===== src/include/lamp_macros.svh =====
/*
 * lamp macros: mode byte codes and colour wheel constants
 */
`ifndef LAMP_MACROS_SVH
`define LAMP_MACROS_SVH

// mode byte codes from the lighting front end
// four levels straight to the outputs
`define LAMP_MODE_PASS 8'h21
// colour wheel walk up to colorIdx
`define LAMP_MODE_WHEEL 8'hA4

// wheel positions per segment, 7 segments cover 0..255
`define HUE_SEG_LEN 6'd36

// channel increment per ramp step
// 36 steps of 7 stay just under full scale
`define HUE_STEP 8'd7

// index of the final segment, pure red
`define HUE_LAST_SEG 3'd6

`endif


===== src/design/lampPkg.sv =====
/*
 * lampPkg: job and sample types shared by the RGBW lamp pipeline stages
 */
package lampPkg;

    // kind of job in flight
    typedef enum logic {
        opPass,
        opWheel
    } lampOp;

    // hue ramp FSM states
    typedef enum logic [1:0] {
        rsIdle,
        rsStep,
        rsDone
    } rampState;

    // job launched by the capture stage
    typedef struct packed {
        lampOp       op;
        logic [7:0]  intensity;
        logic [7:0]  colorIdx;
        logic [15:0] whiteLvl;
        logic [15:0] redLvl;
        logic [15:0] greenLvl;
        logic [15:0] blueLvl;
    } lampJob;

    // per-stage sample, 8-bit colour plus raw levels for passthrough
    typedef struct packed {
        lampOp       op;
        logic [7:0]  intensity;
        logic [7:0]  red;
        logic [7:0]  green;
        logic [7:0]  blue;
        logic [7:0]  white;
        logic [15:0] whiteRaw;
        logic [15:0] redRaw;
        logic [15:0] greenRaw;
        logic [15:0] blueRaw;
    } colorSample;

    // final 16-bit channel levels
    typedef struct packed {
        logic [15:0] red;
        logic [15:0] green;
        logic [15:0] blue;
        logic [15:0] white;
    } lampLevels;

endpackage


===== src/design/cmdCapture.sv =====
/*
 * cmdCapture: samples the command inputs, decodes the mode byte and
 * launches one job whenever the hue ramp is idle
 */
`include "lamp_macros.svh"

module cmdCapture (
    input  logic            clk,
    input  logic            reset_sig,
    input  logic [7:0]      mode,
    input  logic [7:0]      intensity,
    input  logic [7:0]      colorIdx,
    input  logic [15:0]     whiteIn,
    input  logic [15:0]     redIn,
    input  logic [15:0]     greenIn,
    input  logic [15:0]     blueIn,
    input  logic            rampBusy,
    output lampPkg::lampJob job,
    output logic            jobValid
);
    import lampPkg::*;

    // sampled command
    logic [7:0]  modeQ;
    logic [7:0]  intensityQ;
    logic [7:0]  colorIdxQ;
    logic [15:0] whiteQ;
    logic [15:0] redQ;
    logic [15:0] greenQ;
    logic [15:0] blueQ;

    lampOp opDec;
    logic  modeKnown;
    logic  launch;

    // mode decode, unknown codes never launch
    always_comb begin
        modeKnown = 1'b1;
        case (modeQ)
            `LAMP_MODE_PASS:  opDec = opPass;
            `LAMP_MODE_WHEEL: opDec = opWheel;
            default: begin
                opDec = opPass;
                modeKnown = 1'b0;
            end
        endcase
    end

    // rampBusy only rises a cycle after a wheel job leaves here
    // so our own last launch covers that gap
    assign launch = modeKnown && !rampBusy && !(jobValid && job.op == opWheel);

    always_ff @(posedge clk) begin
        if (!reset_sig) begin
            modeQ <= 8'h00;
            jobValid <= 1'b0;
        end else begin
            modeQ <= mode;
            jobValid <= launch;
        end
    end

    // payload, sampled every edge
    always_ff @(posedge clk) begin
        intensityQ <= intensity;
        colorIdxQ <= colorIdx;
        whiteQ <= whiteIn;
        redQ <= redIn;
        greenQ <= greenIn;
        blueQ <= blueIn;
        if (launch) begin
            job <= '{op: opDec, intensity: intensityQ, colorIdx: colorIdxQ,
                     whiteLvl: whiteQ, redLvl: redQ, greenLvl: greenQ, blueLvl: blueQ};
        end
    end

endmodule


===== src/design/hueRamp.sv =====
/*
 * hueRamp: walks the seven-segment colour wheel one position per cycle
 * up to colorIdx, passthrough jobs go straight through in one cycle
 */
`include "lamp_macros.svh"

module hueRamp (
    input  logic                clk,
    input  logic                reset_sig,
    input  lampPkg::lampJob     job,
    input  logic                jobValid,
    output lampPkg::colorSample sample,
    output logic                sampleValid,
    output logic                rampBusy
);
    import lampPkg::*;

    rampState state;
    lampJob   jobQ;

    // wheel position, segment and offset inside the segment
    logic [7:0] pos;
    logic [2:0] seg;
    logic [5:0] segOff;

    // running colour
    logic [7:0] wheelR;
    logic [7:0] wheelG;
    logic [7:0] wheelB;
    logic [7:0] nextR;
    logic [7:0] nextG;
    logic [7:0] nextB;
    logic       segFirst;
    logic       segEnd;

    // rising channel, restarts from zero at a segment start
    function automatic logic [7:0] stepUp(input logic [7:0] cur, input logic first);
        logic [8:0] sum;
        sum = (first ? 9'd0 : {1'b0, cur}) + {1'b0, `HUE_STEP};
        return (sum > 9'd255) ? 8'hFF : sum[7:0];
    endfunction

    // falling channel, restarts from full scale at a segment start
    function automatic logic [7:0] stepDown(input logic [7:0] cur, input logic first);
        logic [7:0] base;
        base = first ? 8'hFF : cur;
        return (base < `HUE_STEP) ? 8'h00 : base - `HUE_STEP;
    endfunction

    assign segFirst = (segOff == 6'd0);
    assign segEnd = (segOff == `HUE_SEG_LEN - 6'd1);

    // colour at the current position
    always_comb begin
        case (seg)
            3'd0: begin
                nextR = 8'hFF;
                nextG = 8'h00;
                nextB = stepUp(wheelB, segFirst);
            end
            3'd1: begin
                nextR = stepDown(wheelR, segFirst);
                nextG = 8'h00;
                nextB = 8'hFF;
            end
            3'd2: begin
                nextR = 8'h00;
                nextG = stepUp(wheelG, segFirst);
                nextB = 8'hFF;
            end
            3'd3: begin
                nextR = 8'h00;
                nextG = 8'hFF;
                nextB = stepDown(wheelB, segFirst);
            end
            3'd4: begin
                nextR = stepUp(wheelR, segFirst);
                nextG = 8'hFF;
                nextB = 8'h00;
            end
            3'd5: begin
                nextR = 8'hFF;
                nextG = stepDown(wheelG, segFirst);
                nextB = 8'h00;
            end
            // last segment holds pure red
            default: begin
                nextR = 8'hFF;
                nextG = 8'h00;
                nextB = 8'h00;
            end
        endcase
    end

    // busy from the first step until the sample leaves
    assign rampBusy = (state != rsIdle);

    always_ff @(posedge clk) begin
        if (!reset_sig) begin
            state <= rsIdle;
            sampleValid <= 1'b0;
            pos <= 8'd0;
            seg <= 3'd0;
            segOff <= 6'd0;
        end else begin
            sampleValid <= 1'b0;
            case (state)
                rsIdle: begin
                    if (jobValid && job.op == opWheel) begin
                        state <= rsStep;
                        pos <= 8'd0;
                        seg <= 3'd0;
                        segOff <= 6'd0;
                    end else if (jobValid) begin
                        sampleValid <= 1'b1;
                    end
                end
                rsStep: begin
                    if (pos == jobQ.colorIdx) begin
                        state <= rsDone;
                    end else begin
                        pos <= pos + 8'd1;
                        // move to the next segment, the last one just keeps counting
                        if (segEnd && seg != `HUE_LAST_SEG) begin
                            seg <= seg + 3'd1;
                            segOff <= 6'd0;
                        end else begin
                            segOff <= segOff + 6'd1;
                        end
                    end
                end
                rsDone: begin
                    sampleValid <= 1'b1;
                    state <= rsIdle;
                end
                default: state <= rsIdle;
            endcase
        end
    end

    // job, colour and output payload
    always_ff @(posedge clk) begin
        if (state == rsIdle && jobValid) begin
            jobQ <= job;
        end
        if (state == rsStep) begin
            wheelR <= nextR;
            wheelG <= nextG;
            wheelB <= nextB;
        end
        if (state == rsIdle && jobValid && job.op == opPass) begin
            sample <= '{op: opPass, intensity: job.intensity, red: 8'h00, green: 8'h00,
                        blue: 8'h00, white: job.whiteLvl[7:0], whiteRaw: job.whiteLvl,
                        redRaw: job.redLvl, greenRaw: job.greenLvl, blueRaw: job.blueLvl};
        end else if (state == rsDone) begin
            sample <= '{op: opWheel, intensity: jobQ.intensity, red: wheelR, green: wheelG,
                        blue: wheelB, white: jobQ.whiteLvl[7:0], whiteRaw: jobQ.whiteLvl,
                        redRaw: jobQ.redLvl, greenRaw: jobQ.greenLvl, blueRaw: jobQ.blueLvl};
        end
    end

endmodule


===== src/design/whiteMix.sv =====
/*
 * whiteMix: adds the white level to red, green and blue with clipping
 */
module whiteMix (
    input  logic                clk,
    input  logic                reset_sig,
    input  lampPkg::colorSample sample,
    input  logic                sampleValid,
    output lampPkg::colorSample mixed,
    output logic                mixValid
);
    import lampPkg::*;

    // 8-bit add, clipped at full scale
    function automatic logic [7:0] clipAdd(input logic [7:0] a, input logic [7:0] b);
        logic [8:0] sum;
        sum = {1'b0, a} + {1'b0, b};
        return sum[8] ? 8'hFF : sum[7:0];
    endfunction

    always_ff @(posedge clk) begin
        if (!reset_sig) begin
            mixValid <= 1'b0;
        end else begin
            mixValid <= sampleValid;
        end
    end

    always_ff @(posedge clk) begin
        if (sampleValid) begin
            mixed <= sample;
            // passthrough keeps its raw levels untouched
            if (sample.op == opWheel) begin
                mixed.red <= clipAdd(sample.red, sample.white);
                mixed.green <= clipAdd(sample.green, sample.white);
                mixed.blue <= clipAdd(sample.blue, sample.white);
            end
        end
    end

endmodule


===== src/design/dimmer.sv =====
/*
 * dimmer: scales the four channels by intensity into 16-bit output levels
 * and strobes each new result
 */
module dimmer (
    input  logic                clk,
    input  logic                reset_sig,
    input  lampPkg::colorSample mixed,
    input  logic                mixValid,
    output lampPkg::lampLevels  levels,
    output logic                levelStrobe
);
    import lampPkg::*;

    lampLevels nextLevels;

    // 8x8 product, full 16-bit result
    function automatic logic [15:0] scale(input logic [7:0] lvl, input logic [7:0] gain);
        logic [15:0] prod;
        prod = {8'd0, lvl} * {8'd0, gain};
        return prod;
    endfunction

    // wheel jobs get dimmed, passthrough takes the raw inputs
    always_comb begin
        if (mixed.op == opWheel) begin
            nextLevels.red = scale(mixed.red, mixed.intensity);
            nextLevels.green = scale(mixed.green, mixed.intensity);
            nextLevels.blue = scale(mixed.blue, mixed.intensity);
            nextLevels.white = scale(mixed.white, mixed.intensity);
        end else begin
            nextLevels.red = mixed.redRaw;
            nextLevels.green = mixed.greenRaw;
            nextLevels.blue = mixed.blueRaw;
            nextLevels.white = mixed.whiteRaw;
        end
    end

    // output register, held between jobs
    always_ff @(posedge clk) begin
        if (!reset_sig) begin
            levels <= '0;
            levelStrobe <= 1'b0;
        end else begin
            levelStrobe <= mixValid;
            if (mixValid) begin
                levels <= nextLevels;
            end
        end
    end

endmodule


===== src/design/lampPipeline.sv =====
/*
 * lampPipeline: RGBW lamp colour pipeline top, capture, hue ramp,
 * white mix and dimmer in a chain
 */
module lampPipeline (
    input  logic        clk,
    input  logic        reset_sig,
    input  logic [7:0]  mode,
    input  logic [7:0]  intensity,
    input  logic [7:0]  colorIdx,
    input  logic [15:0] whiteIn,
    input  logic [15:0] redIn,
    input  logic [15:0] greenIn,
    input  logic [15:0] blueIn,
    output logic [15:0] redOut,
    output logic [15:0] greenOut,
    output logic [15:0] blueOut,
    output logic [15:0] whiteOut,
    output logic        levelStrobe
);
    import lampPkg::*;

    lampJob     job;
    logic       jobValid;
    logic       rampBusy;
    colorSample sample;
    logic       sampleValid;
    colorSample mixed;
    logic       mixValid;
    lampLevels  levels;

    // stage 1, command sampling and mode decode
    cmdCapture uCapture (
        .clk        (clk),
        .reset_sig  (reset_sig),
        .mode       (mode),
        .intensity  (intensity),
        .colorIdx   (colorIdx),
        .whiteIn    (whiteIn),
        .redIn      (redIn),
        .greenIn    (greenIn),
        .blueIn     (blueIn),
        .rampBusy   (rampBusy),
        .job        (job),
        .jobValid   (jobValid)
    );

    // stage 2, colour wheel walk
    hueRamp uRamp (
        .clk         (clk),
        .reset_sig   (reset_sig),
        .job         (job),
        .jobValid    (jobValid),
        .sample      (sample),
        .sampleValid (sampleValid),
        .rampBusy    (rampBusy)
    );

    // stage 3, white addition
    whiteMix uMix (
        .clk         (clk),
        .reset_sig   (reset_sig),
        .sample      (sample),
        .sampleValid (sampleValid),
        .mixed       (mixed),
        .mixValid    (mixValid)
    );

    // stage 4, intensity scaling and output register
    dimmer uDimmer (
        .clk         (clk),
        .reset_sig   (reset_sig),
        .mixed       (mixed),
        .mixValid    (mixValid),
        .levels      (levels),
        .levelStrobe (levelStrobe)
    );

    assign redOut = levels.red;
    assign greenOut = levels.green;
    assign blueOut = levels.blue;
    assign whiteOut = levels.white;

endmodule


===== config.mk =====
export PLATFORM = sky130hd
export DESIGN_NAME = lampPipeline
export DESIGN_NICKNAME = d
export VERILOG_FILES = /design/src/design/lampPkg.sv /design/src/design/cmdCapture.sv /design/src/design/hueRamp.sv /design/src/design/whiteMix.sv /design/src/design/dimmer.sv /design/src/design/lampPipeline.sv
export VERILOG_INCLUDE_DIRS = /design/src /design/src/include
export SDC_FILE = /design/constraint.sdc
export NUM_CORES = 1
export LEC_CHECK = 0
export BUFFER_PORTS_ARGS = -buffer_cell sky130_fd_sc_hd__buf_4
export CAP_MARGIN = 20
export CORE_ASPECT_RATIO = 1.25
export CORE_MARGIN = 1.5
export CORE_UTILIZATION = 65
export DETAILED_ROUTE_END_ITERATION = 8
export PLACE_DENSITY = 0.82
export RECOVER_POWER = 50
export SETUP_SLACK_MARGIN = 0.5
export SYNTH_ARGS = -nofsm -noshare
export SYNTH_HDL_FRONTEND = slang
export SYNTH_SLANG_ARGS = --single-unit

===== constraint.sdc =====
create_clock -name clk -period 21.5 [get_ports clk]
set_input_delay 0 -clock clk [delete_from_list [all_inputs] [get_ports clk]]
set_output_delay 0 -clock clk [all_outputs]
set_load 0.03 [all_outputs]

==> run summary, run 1 <==
Summing all placed instances gives a cell area of 30600 um^2. The share of total power dissipated in combinational logic is 1.8%. Yosys printed 0 warnings. After synthesis, flip-flops and latches occupy 50.3% of the total area. The tools report the number of endpoints with negative hold slack in the final report as 0.

Origin of the worst min-delay path: greenIn[5]. The internal portion of the total power is 1700 uW. The number of synthesized flops with an enable pin came out at 354.

Sequential cells burn 53.3% of the power. For this configuration, the core starts out at a cell density of 65.9%. The synthesized area per cell is 11.6 um^2, and the final max-slew violation count is 179.

The clock net in this run drives a total of 554 sinks. For this design the static power due to leakage is 0.0132 uW. Compared with the post-synthesis result, the final layout area differs by 13.8%. Setup violations remaining at the end of the flow were counted as 0. The biggest area contributor in the post-synthesis netlist is sky130_fd_sc_hd__edfxtp_1. Synthesis inferred 554 register bits. The tools report the final weighted congestion of routability-driven global placement as 0.922.

Among the stages of the critical path, the cell type that occurs most often is sky130_fd_sc_hd__fa_1. The antenna diode count was 0; the synthesized net count was 2922. The tools report the DRC violations left as 0. The classification of the worst-slack hold path was in2reg. The critical path contains buffers and inverters numbering 2 combined. The tools report the origin of the critical flop-to-flop path as uMix.mixed[99]$_DFFE_PP_. The average routed wire per standard cell was 21.4 um. Level count of the clock H-tree: 2.

In this run, distinct cell masters in the synthesized netlist total 71. Entering global routing, the biggest net connects 99 pins. In the layout the commonest cells are sky130_fd_sc_hd__edfxtp_1 (354), sky130_fd_sc_hd__and2_1 (212), sky130_fd_sc_hd__inv_1 (205). The checks that failed: capacitance limit, slew limit.

For the quantity of gates resized following cts, the log shows 0. Of all nets on the critical path, the largest fanout is 32. The post-detailed-routing wire length was 71000 um; the cell area power density was 64.6 nW/um^2. The worst setup path is captured at a flop. The dominant register cell in the synthesized netlist was sky130_fd_sc_hd__edfxtp_1. The final standard cell area without fillers was 33100 um^2. The overall routing resource usage was 31.6%; the vias after detailed routing was 20000.

The worst setup path is of the reg2reg kind. The post-detailed-route via-to-cell ratio came out at 6.02. Buffers added to address setup during post-CTS repair amount to 0. Of the total power, the share spent switching nets is 20.2%.

Number of global-route vias before repair: 20500. Leaving out fill and tap cells, the most frequent cell in the layout is sky130_fd_sc_hd__edfxtp_1. The kind of cell with the highest combined delay on the critical path is adder cells.

Startpoint of the worst setup timing path: uMix.mixed[99]$_DFFE_PP_. The share of cells above drive strength 1 is 7.42%. The flow ran to the end, but the final reports show violations. In this run the cell area of the synthesized design comes to 29100 um^2. Core area: 44100 um^2.

The count of input and output buffers was 154. The die is 192 um wide. The launching element type of the critical path was a flop.

The logs give 3 for the initial antenna violation count and 155 for the top-level port count. The arrival time of data at the critical path endpoint came out at 5.83 ns. The floorplan step defined a die boundary enclosing 46000 um^2.

The HPWL after detailed placement is 45400 um, and the max-capacitance violation count is 5. The first global-routing pass estimated 111000 um of wire. The number of buffers inserted during clock tree synthesis came out at 50. The maximum ir drop on the vdd rail is 0.112 mV. The master cell of the clock root buffer was sky130_fd_sc_hd__clkbuf_16. The clock insertion delay at the later pin of the skew report is 0.60 ns.

Static timing analysis puts the maximum clock frequency at 185 MHz. The height of the die is 239 um, and the fraction of synthesized cell area taken by the top area cell type is 36.6%. Detailed router's first-iteration violation count: 1529.

The worst path uses 25.2% of the clock period. Setup repair after global routing left no endpoint under its margin. The pre-antenna-repair detailed-routing pass consisted of 5 iterations.

The setup skew after layout came out at 0.0353 ns. The number of instances in the synthesized netlist is 2502. Adding up every negative setup slack in the final design gives 0 ns.

Among all stages on the critical path, the largest delay is contributed by sky130_fd_sc_hd__edfxtp_1. The analysis attributes to net switching a power of 431 uW. The signal on the critical path passes through and2_1 -> fa_1 -> fa_1 -> fa_1 -> inv_1 -> fa_1 -> inv_1 -> ha_1 -> nand2_1 -> o21ai_0 -> nand3_1 -> o21ai_0 -> a21oi_1 -> xor2_1 -> a31oi_1. For the worst setup path, the data required time is 21.92 ns. The relative slew slack is -97.2%. The total overflow left after global routing is 0. The clock tree buffer depth is 3.

The worst path in the final design needs a cycle of 5.41 ns, including I/O delays and setup. TritonCTS built the clock tree. The async set-reset flop share out of synthesis is 0%, and the remaining antenna violation count is 0. The number of nets in the layout came out at 3127. Sorting the synthesized cells by area gives the leading types as sky130_fd_sc_hd__edfxtp_1 (37%), sky130_fd_sc_hd__dfxtp_1 (14%), sky130_fd_sc_hd__fa_1 (10%). Transition time at the pin with the least slew margin: 2.96 ns. The clock share of power came out at 45.0%.

The largest single stage delay on the critical path is 1.09 ns. Clock-pin slew was measured on the worst setup and hold paths at 0.07 ns. The number of placement rows came out at 86.
## power groups by stage
stage          clock network, uW  registers [uW]  logic, uW
2_1_floorplan                  0            1160       7.76
4_1_cts                      961            1140       36.7
3_5_place_dp                   0            1160       22.3
5_1_grt                     1010            1140       39.7
3_3_place_gp                   0            1160       21.5
6_report                     960            1140       37.5
## logic make-up after synthesis
kind of cell	after synthesis	synth area share (%)
AND/OR/NAND/NOR	687	12.1
buffers and inverters	321	4.35
flip-flops	554	50.3
adder cells (fa/ha/maj)	330	18.0
XOR/XNOR	89	2.68
multiplexers	38	1.31
AO/OA/AOI/OAI	483	11.2
## stage by stage
step                util (%)  cells  hold slack, ns  setup WS, ns  power (uW)
finish                  75.0   3320          0.0545         16.09        2140
global route            75.0   3320          0.0497         15.86        2190
CTS                     75.6   3319          0.0215         16.21        2130
detailed placement      69.4   3129           0.106         16.24        1180
global placement        69.4   3129           0.104         16.41        1180
floorplan                  -   2502          0.0277         13.31        1170
## path summary, 6_finish.rpt
check | slack [ns] | endpoint | cells after the start
max | 16.09 | uDimmer.levels[14]$_SDFFE_PN0P_ | 15
min | 0.05 | uCapture.greenQ[5]$_DFF_P_ | 2
max reg2reg | 16.09 | uDimmer.levels[14]$_SDFFE_PN0P_ | 15
min reg2reg | 0.40 | uCapture.job[73]$_DFFE_PP_ | 0
## registers in the layout, summed over array words and instances, names as in the netlist, 6 cells and up
name	flops
uRamp.wheelB	8
uRamp.wheelG	8
uRamp.pos	8
uCapture.job	81
uMix.mixed	97
uCapture.modeQ	8
uCapture.whiteQ	16
uCapture.greenQ	16
uDimmer.levels	64
uRamp.segOff	6
uCapture.colorIdxQ	8
uCapture.intensityQ	8
uRamp.jobQ	80
uCapture.redQ	16
uRamp.wheelR	8
uCapture.blueQ	16
uRamp.sample	97
## area by class of cell
cell class | instances | area, um^2
timing repair buffer | 268 | 1970
fill | 2715 | 11000
sequential | 554 | 14600
inverter | 206 | 773
clock inverter | 24 | 302
multi-input combinational | 1627 | 13200
tap | 572 | 716
clock buffer | 69 | 1480
## cell usage after synthesis (5+ instances only)
cell type	number
sky130_fd_sc_hd__fa_1	147
sky130_fd_sc_hd__buf_2	28
sky130_fd_sc_hd__o311ai_0	8
sky130_fd_sc_hd__a31o_2	7
sky130_fd_sc_hd__dfxtp_1	200
sky130_fd_sc_hd__nand2_1	200
sky130_fd_sc_hd__xor2_1	46
sky130_fd_sc_hd__clkbuf_1	75
sky130_fd_sc_hd__buf_1	6
sky130_fd_sc_hd__a32oi_1	5
sky130_fd_sc_hd__inv_1	205
sky130_fd_sc_hd__o22a_1	6
sky130_fd_sc_hd__nand2b_1	28
sky130_fd_sc_hd__xnor2_1	43
sky130_fd_sc_hd__nor3_1	22
sky130_fd_sc_hd__o21a_1	15
sky130_fd_sc_hd__a31oi_1	19
sky130_fd_sc_hd__o21ai_1	5
sky130_fd_sc_hd__a211oi_1	18
sky130_fd_sc_hd__ha_1	183
sky130_fd_sc_hd__nor3b_1	6
sky130_fd_sc_hd__nand3_1	36
sky130_fd_sc_hd__edfxtp_1	354
sky130_fd_sc_hd__o211a_1	29
sky130_fd_sc_hd__o31ai_1	7
sky130_fd_sc_hd__a211o_1	6
sky130_fd_sc_hd__o221ai_1	7
sky130_fd_sc_hd__o211ai_1	11
sky130_fd_sc_hd__o21ai_0	88
sky130_fd_sc_hd__nand3b_1	8
sky130_fd_sc_hd__nor2b_1	18
sky130_fd_sc_hd__mux2i_1	37
sky130_fd_sc_hd__and2_1	218
sky130_fd_sc_hd__a21o_1	13
sky130_fd_sc_hd__a22o_1	72
sky130_fd_sc_hd__a21boi_0	6
sky130_fd_sc_hd__nor2_1	108
sky130_fd_sc_hd__a21oi_1	136
sky130_fd_sc_hd__nand4_1	16
## metal layers
layer / vias to the layer above / share of wire (%) / GRT usage, %
met5: - / 0 / 0
met3: 165 / 7.7 / 5.70
met2: 802 / 49 / 53.2
met4: 0 / 3.5 / 11.8
li1: 9139 / - / -
met1: 9892 / 39 / 40.8
## what timing repair did
item                                   CTS  global route
hold buffers                            97             0
endpoints found under the hold margin  124             0
setup endpoints to repair                0             0
Power figures use the tool's default switching activity.
==> run 2: changes to the inputs <==
- CORE_UTILIZATION: 65 -> 56
- PLACE_DENSITY: 0.82 -> 0.75
- clock period: 21.5 -> 4.7 ns (I/O delays scaled with it)
==> run 2 against run 1 <==
The flow still finishes with violations (capacitance limit, slew limit). Clock skew down 0.015 ns. Via count rose by 0.89%. Core utilization down 7.0 points. Flip-flop and latch count is the same. Clock power rose to 4.7 times the previous value. Cell area is 5.7% higher. Total power grew to 4.6 times the previous value. Critical endpoint is now uDimmer.levels[12]$_SDFFE_PN0P_. Largest power group unchanged.
==> run summary, run 2 (synthesized netlist as in run 1, its figures left out) <==
After routing, the total negative slack on setup checks comes to 0 ns. The floorplan step defined a die boundary enclosing 53300 um^2. For the pin with the worst max-slew slack, the measured transition is 2.72 ns. The final reports fail on capacitance limit, slew limit.

The tools report the first-pass iteration count of the detailed router as 6. The library cell used most frequently in the layout, excluding fill and tap cells, is sky130_fd_sc_hd__edfxtp_1. The run gives 4 as the max-capacitance violation count. On the final layout, the worst clock skew is 0.0200 ns. The congestion estimate from routability-driven global placement came to 0.965. The run finished, with violations left. Horizontal die dimension: 207 um. The initial utilization of the core area, before any placement, comes to 56.5%. Counting stages on the worst path, the most repeated cell is sky130_fd_sc_hd__fa_1. Measured against its own limit, the worst slew margin works out to -81.4%. After detailed placement, the design holds a cell count of 3258.

The worst setup path is captured at a flop. At the worst endpoint, the required time is 5.23 ns. The launching element type of the critical path was a flop.

In this run the static leakage power is 0.0137 uW. The filler cell count was 3677. Setup repair after global routing could not meet its margin everywhere. Counting instances, the worst hold path has a depth of 2. The level count of the clock H-tree is 2, and the maximum ir drop on the vdd rail is 0.374 mV.

For this design, the slowest cell found on the critical path is sky130_fd_sc_hd__fa_1. The die is 258 um tall. For the overall routing resource usage, the log shows 27.7%. In this run the clock root is driven by a sky130_fd_sc_hd__clkbuf_16. The clock passes through at most 3 buffers. The worst hold path belongs to the class in2reg.

Worst flop-to-flop path endpoint: uDimmer.levels[12]$_SDFFE_PN0P_. The tree built by TritonCTS fans out to 554 sinks. Detailed placement finished with a half-perimeter wire length of 47700 um.

The delay of the slowest cell on the worst path is 0.51 ns. The kind of cell with the highest combined delay on the critical path was adder cells. The setup check on the worst reg-to-reg path leaves a slack of 0.33 ns.

The largest registers in the layout are uMix.mixed: 97 flops, uRamp.sample: 97 flops, uCapture.job: 81 flops. The met1 track demand over resource in global routing was 36.7%. The number of endpoints with negative hold slack in the final report is 0. The number of cells on the worst reg-to-reg path is 17.

The post-detailed-route via-to-cell ratio is 5.74. Clock-pin slew was measured on the worst setup and hold paths at 0.07 ns. The initial antenna violation count was 1; the cell area power density was 282 nW/um^2. TritonCTS built the clock tree. The final max-slew violation count is 146. Derived from the worst setup path, the maximum achievable clock frequency is 229 MHz. The count of nets left with antenna violations once routing finished came out at 0.

For met2 alone, demand over resource in global routing was 46.3%. The floorplan has 93 rows. Summing all multi-input logic gate instances after layout gives 13900 um^2. The detailed router's first-iteration violation count is 1382. Summing over every cut layer, the via total after detailed routing is 20200.

The tools report the pin count of the biggest net entering global routing as 98. Global routing finished with a remaining overflow of 0. The worst hold path terminates at uCapture.redQ[6]$_DFF_P_. The biggest fanout along the worst timing path works out to 6. The logs give 3.96% for the fraction of met3 tracks used by global routing and 20800 for the number of global-route vias before repair. The area overhead of the layout relative to synthesis came out at 20.3%. Input and output buffers added on the ports amount to 154. For this run, design rule violations remaining after detail routing come to 0. In this run the critical register-to-register path is launched from uMix.mixed[101]$_DFFE_PP_. The routed design has 72500 um of wire. After detailed routing, the average wire length per cell comes to 20.7 um. At the worst endpoint, the arrival time is 4.90 ns. The critical path class is reg2reg. The final critical path takes up 93.0% of the cycle.

The most used routing layer in global routing is met2. The wire length of the first global-routing pass was 114000 um; the core area was 51400 um^2. Cells with a size suffix above 1 make up 14.9% of the layout. The count of cells in the finished layout, fillers not included, comes to 3512. The clock insertion delay at the later pin of the skew report was 0.62 ns; the number of buffers inserted during clock tree synthesis was 52. The flip-flop and latch area is 14600 um^2.

The critical path goes through buf_6 -> and2_4 -> fa_1 -> fa_1 -> fa_1 -> inv_1 -> fa_1 -> inv_2 -> ha_4 -> a21oi_4 -> o211ai_1 -> buf_4 -> a31o_2 -> a21oi_2 -> xnor2_1 -> mux2i_1 -> a21oi_1. Setup violation total in the final timing report: 0. After the last flow step, the layout net total stands at 3223. The startpoint identified for the worst hold timing path is redIn[6].

155 I/O pins were placed. The count of buffer and inverter cells on the critical path came out at 4. Subtracting the final worst setup slack from the clock period gives 4.37 ns. Antenna diode count: 0. The library cells used most frequently in the layout, excluding fill and tap cells, are sky130_fd_sc_hd__edfxtp_1 (354), sky130_fd_sc_hd__dfxtp_1 (199), sky130_fd_sc_hd__and2_1 (197).
[run 2: metrics by stage]
step                util [%]  hold WS [ns]  area, um^2  total power (uW)  setup WS (ns)
global placement        60.5         0.104       31100              5410          0.181
global route            68.0        0.0265       35000             10100          0.166
CTS                     67.9      0.000144       34900              9900          0.340
floorplan                  -        0.0277       29200              5340          0.464
detailed placement      60.5         0.106       31100              5410         0.0722
finish                  68.0        0.0451       35000              9860          0.329
[run 2: cell type report]
type / instances / area share (%)
Tap cell: 665 / 2.38
Sequential cell: 554 / 41.9
Clock buffer: 76 / 4.45
Timing Repair Buffer: 362 / 8.40
Clock inverter: 22 / 0.852
Inverter: 206 / 2.21
Multi-Input combinational cell: 1627 / 39.8
[run 2: timing repair]
action / CTS / global route
buffers inserted: 31 / 11
setup endpoints to repair: 32 / 35
gates cloned: 5 / 0
gates resized for setup: 133 / 64
hold buffers: 108 / 0
endpoints found under the hold margin: 124 / 0
pin swaps: 134 / 63
[run 2: worst max path at each step]
stage / from / endpoint / slack (ns) / cells past startpoint
3_3_place_gp: uMix.mixed[100]$_DFFE_PP_ / uDimmer.levels[31]$_SDFFE_PN0P_ / 0.18 / 17
5_1_grt: uMix.mixed[53]$_DFFE_PP_ / uDimmer.levels[12]$_SDFFE_PN0P_ / 0.17 / 16
4_1_cts: uMix.mixed[100]$_DFFE_PP_ / uDimmer.levels[60]$_SDFFE_PN0P_ / 0.34 / 17
2_1_floorplan: uMix.mixed[102]$_DFFE_PP_ / uDimmer.levels[27]$_SDFFE_PN0P_ / 0.46 / 17
3_5_place_dp: uMix.mixed[102]$_DFFE_PP_ / uDimmer.levels[31]$_SDFFE_PN0P_ / 0.07 / 18
6_report: uMix.mixed[101]$_DFFE_PP_ / uDimmer.levels[12]$_SDFFE_PN0P_ / 0.33 / 17
[run 2: routing by layer]
layer  part of all wire (%)  wire length, um
met2                     49            35700
met5                      0                0
met1                     41            29900
met4                    3.6             2610
met3                    6.0             4320
[run 2: report_power, final]
part | internal (uW) | leakage [uW] | switching (uW)
clock network | 2560 | 0.000906 | 1910
registers | 5180 | 0.00449 | 24.8
logic | 113 | 0.00836 | 67.4
total | 7850 | 0.0137 | 2000
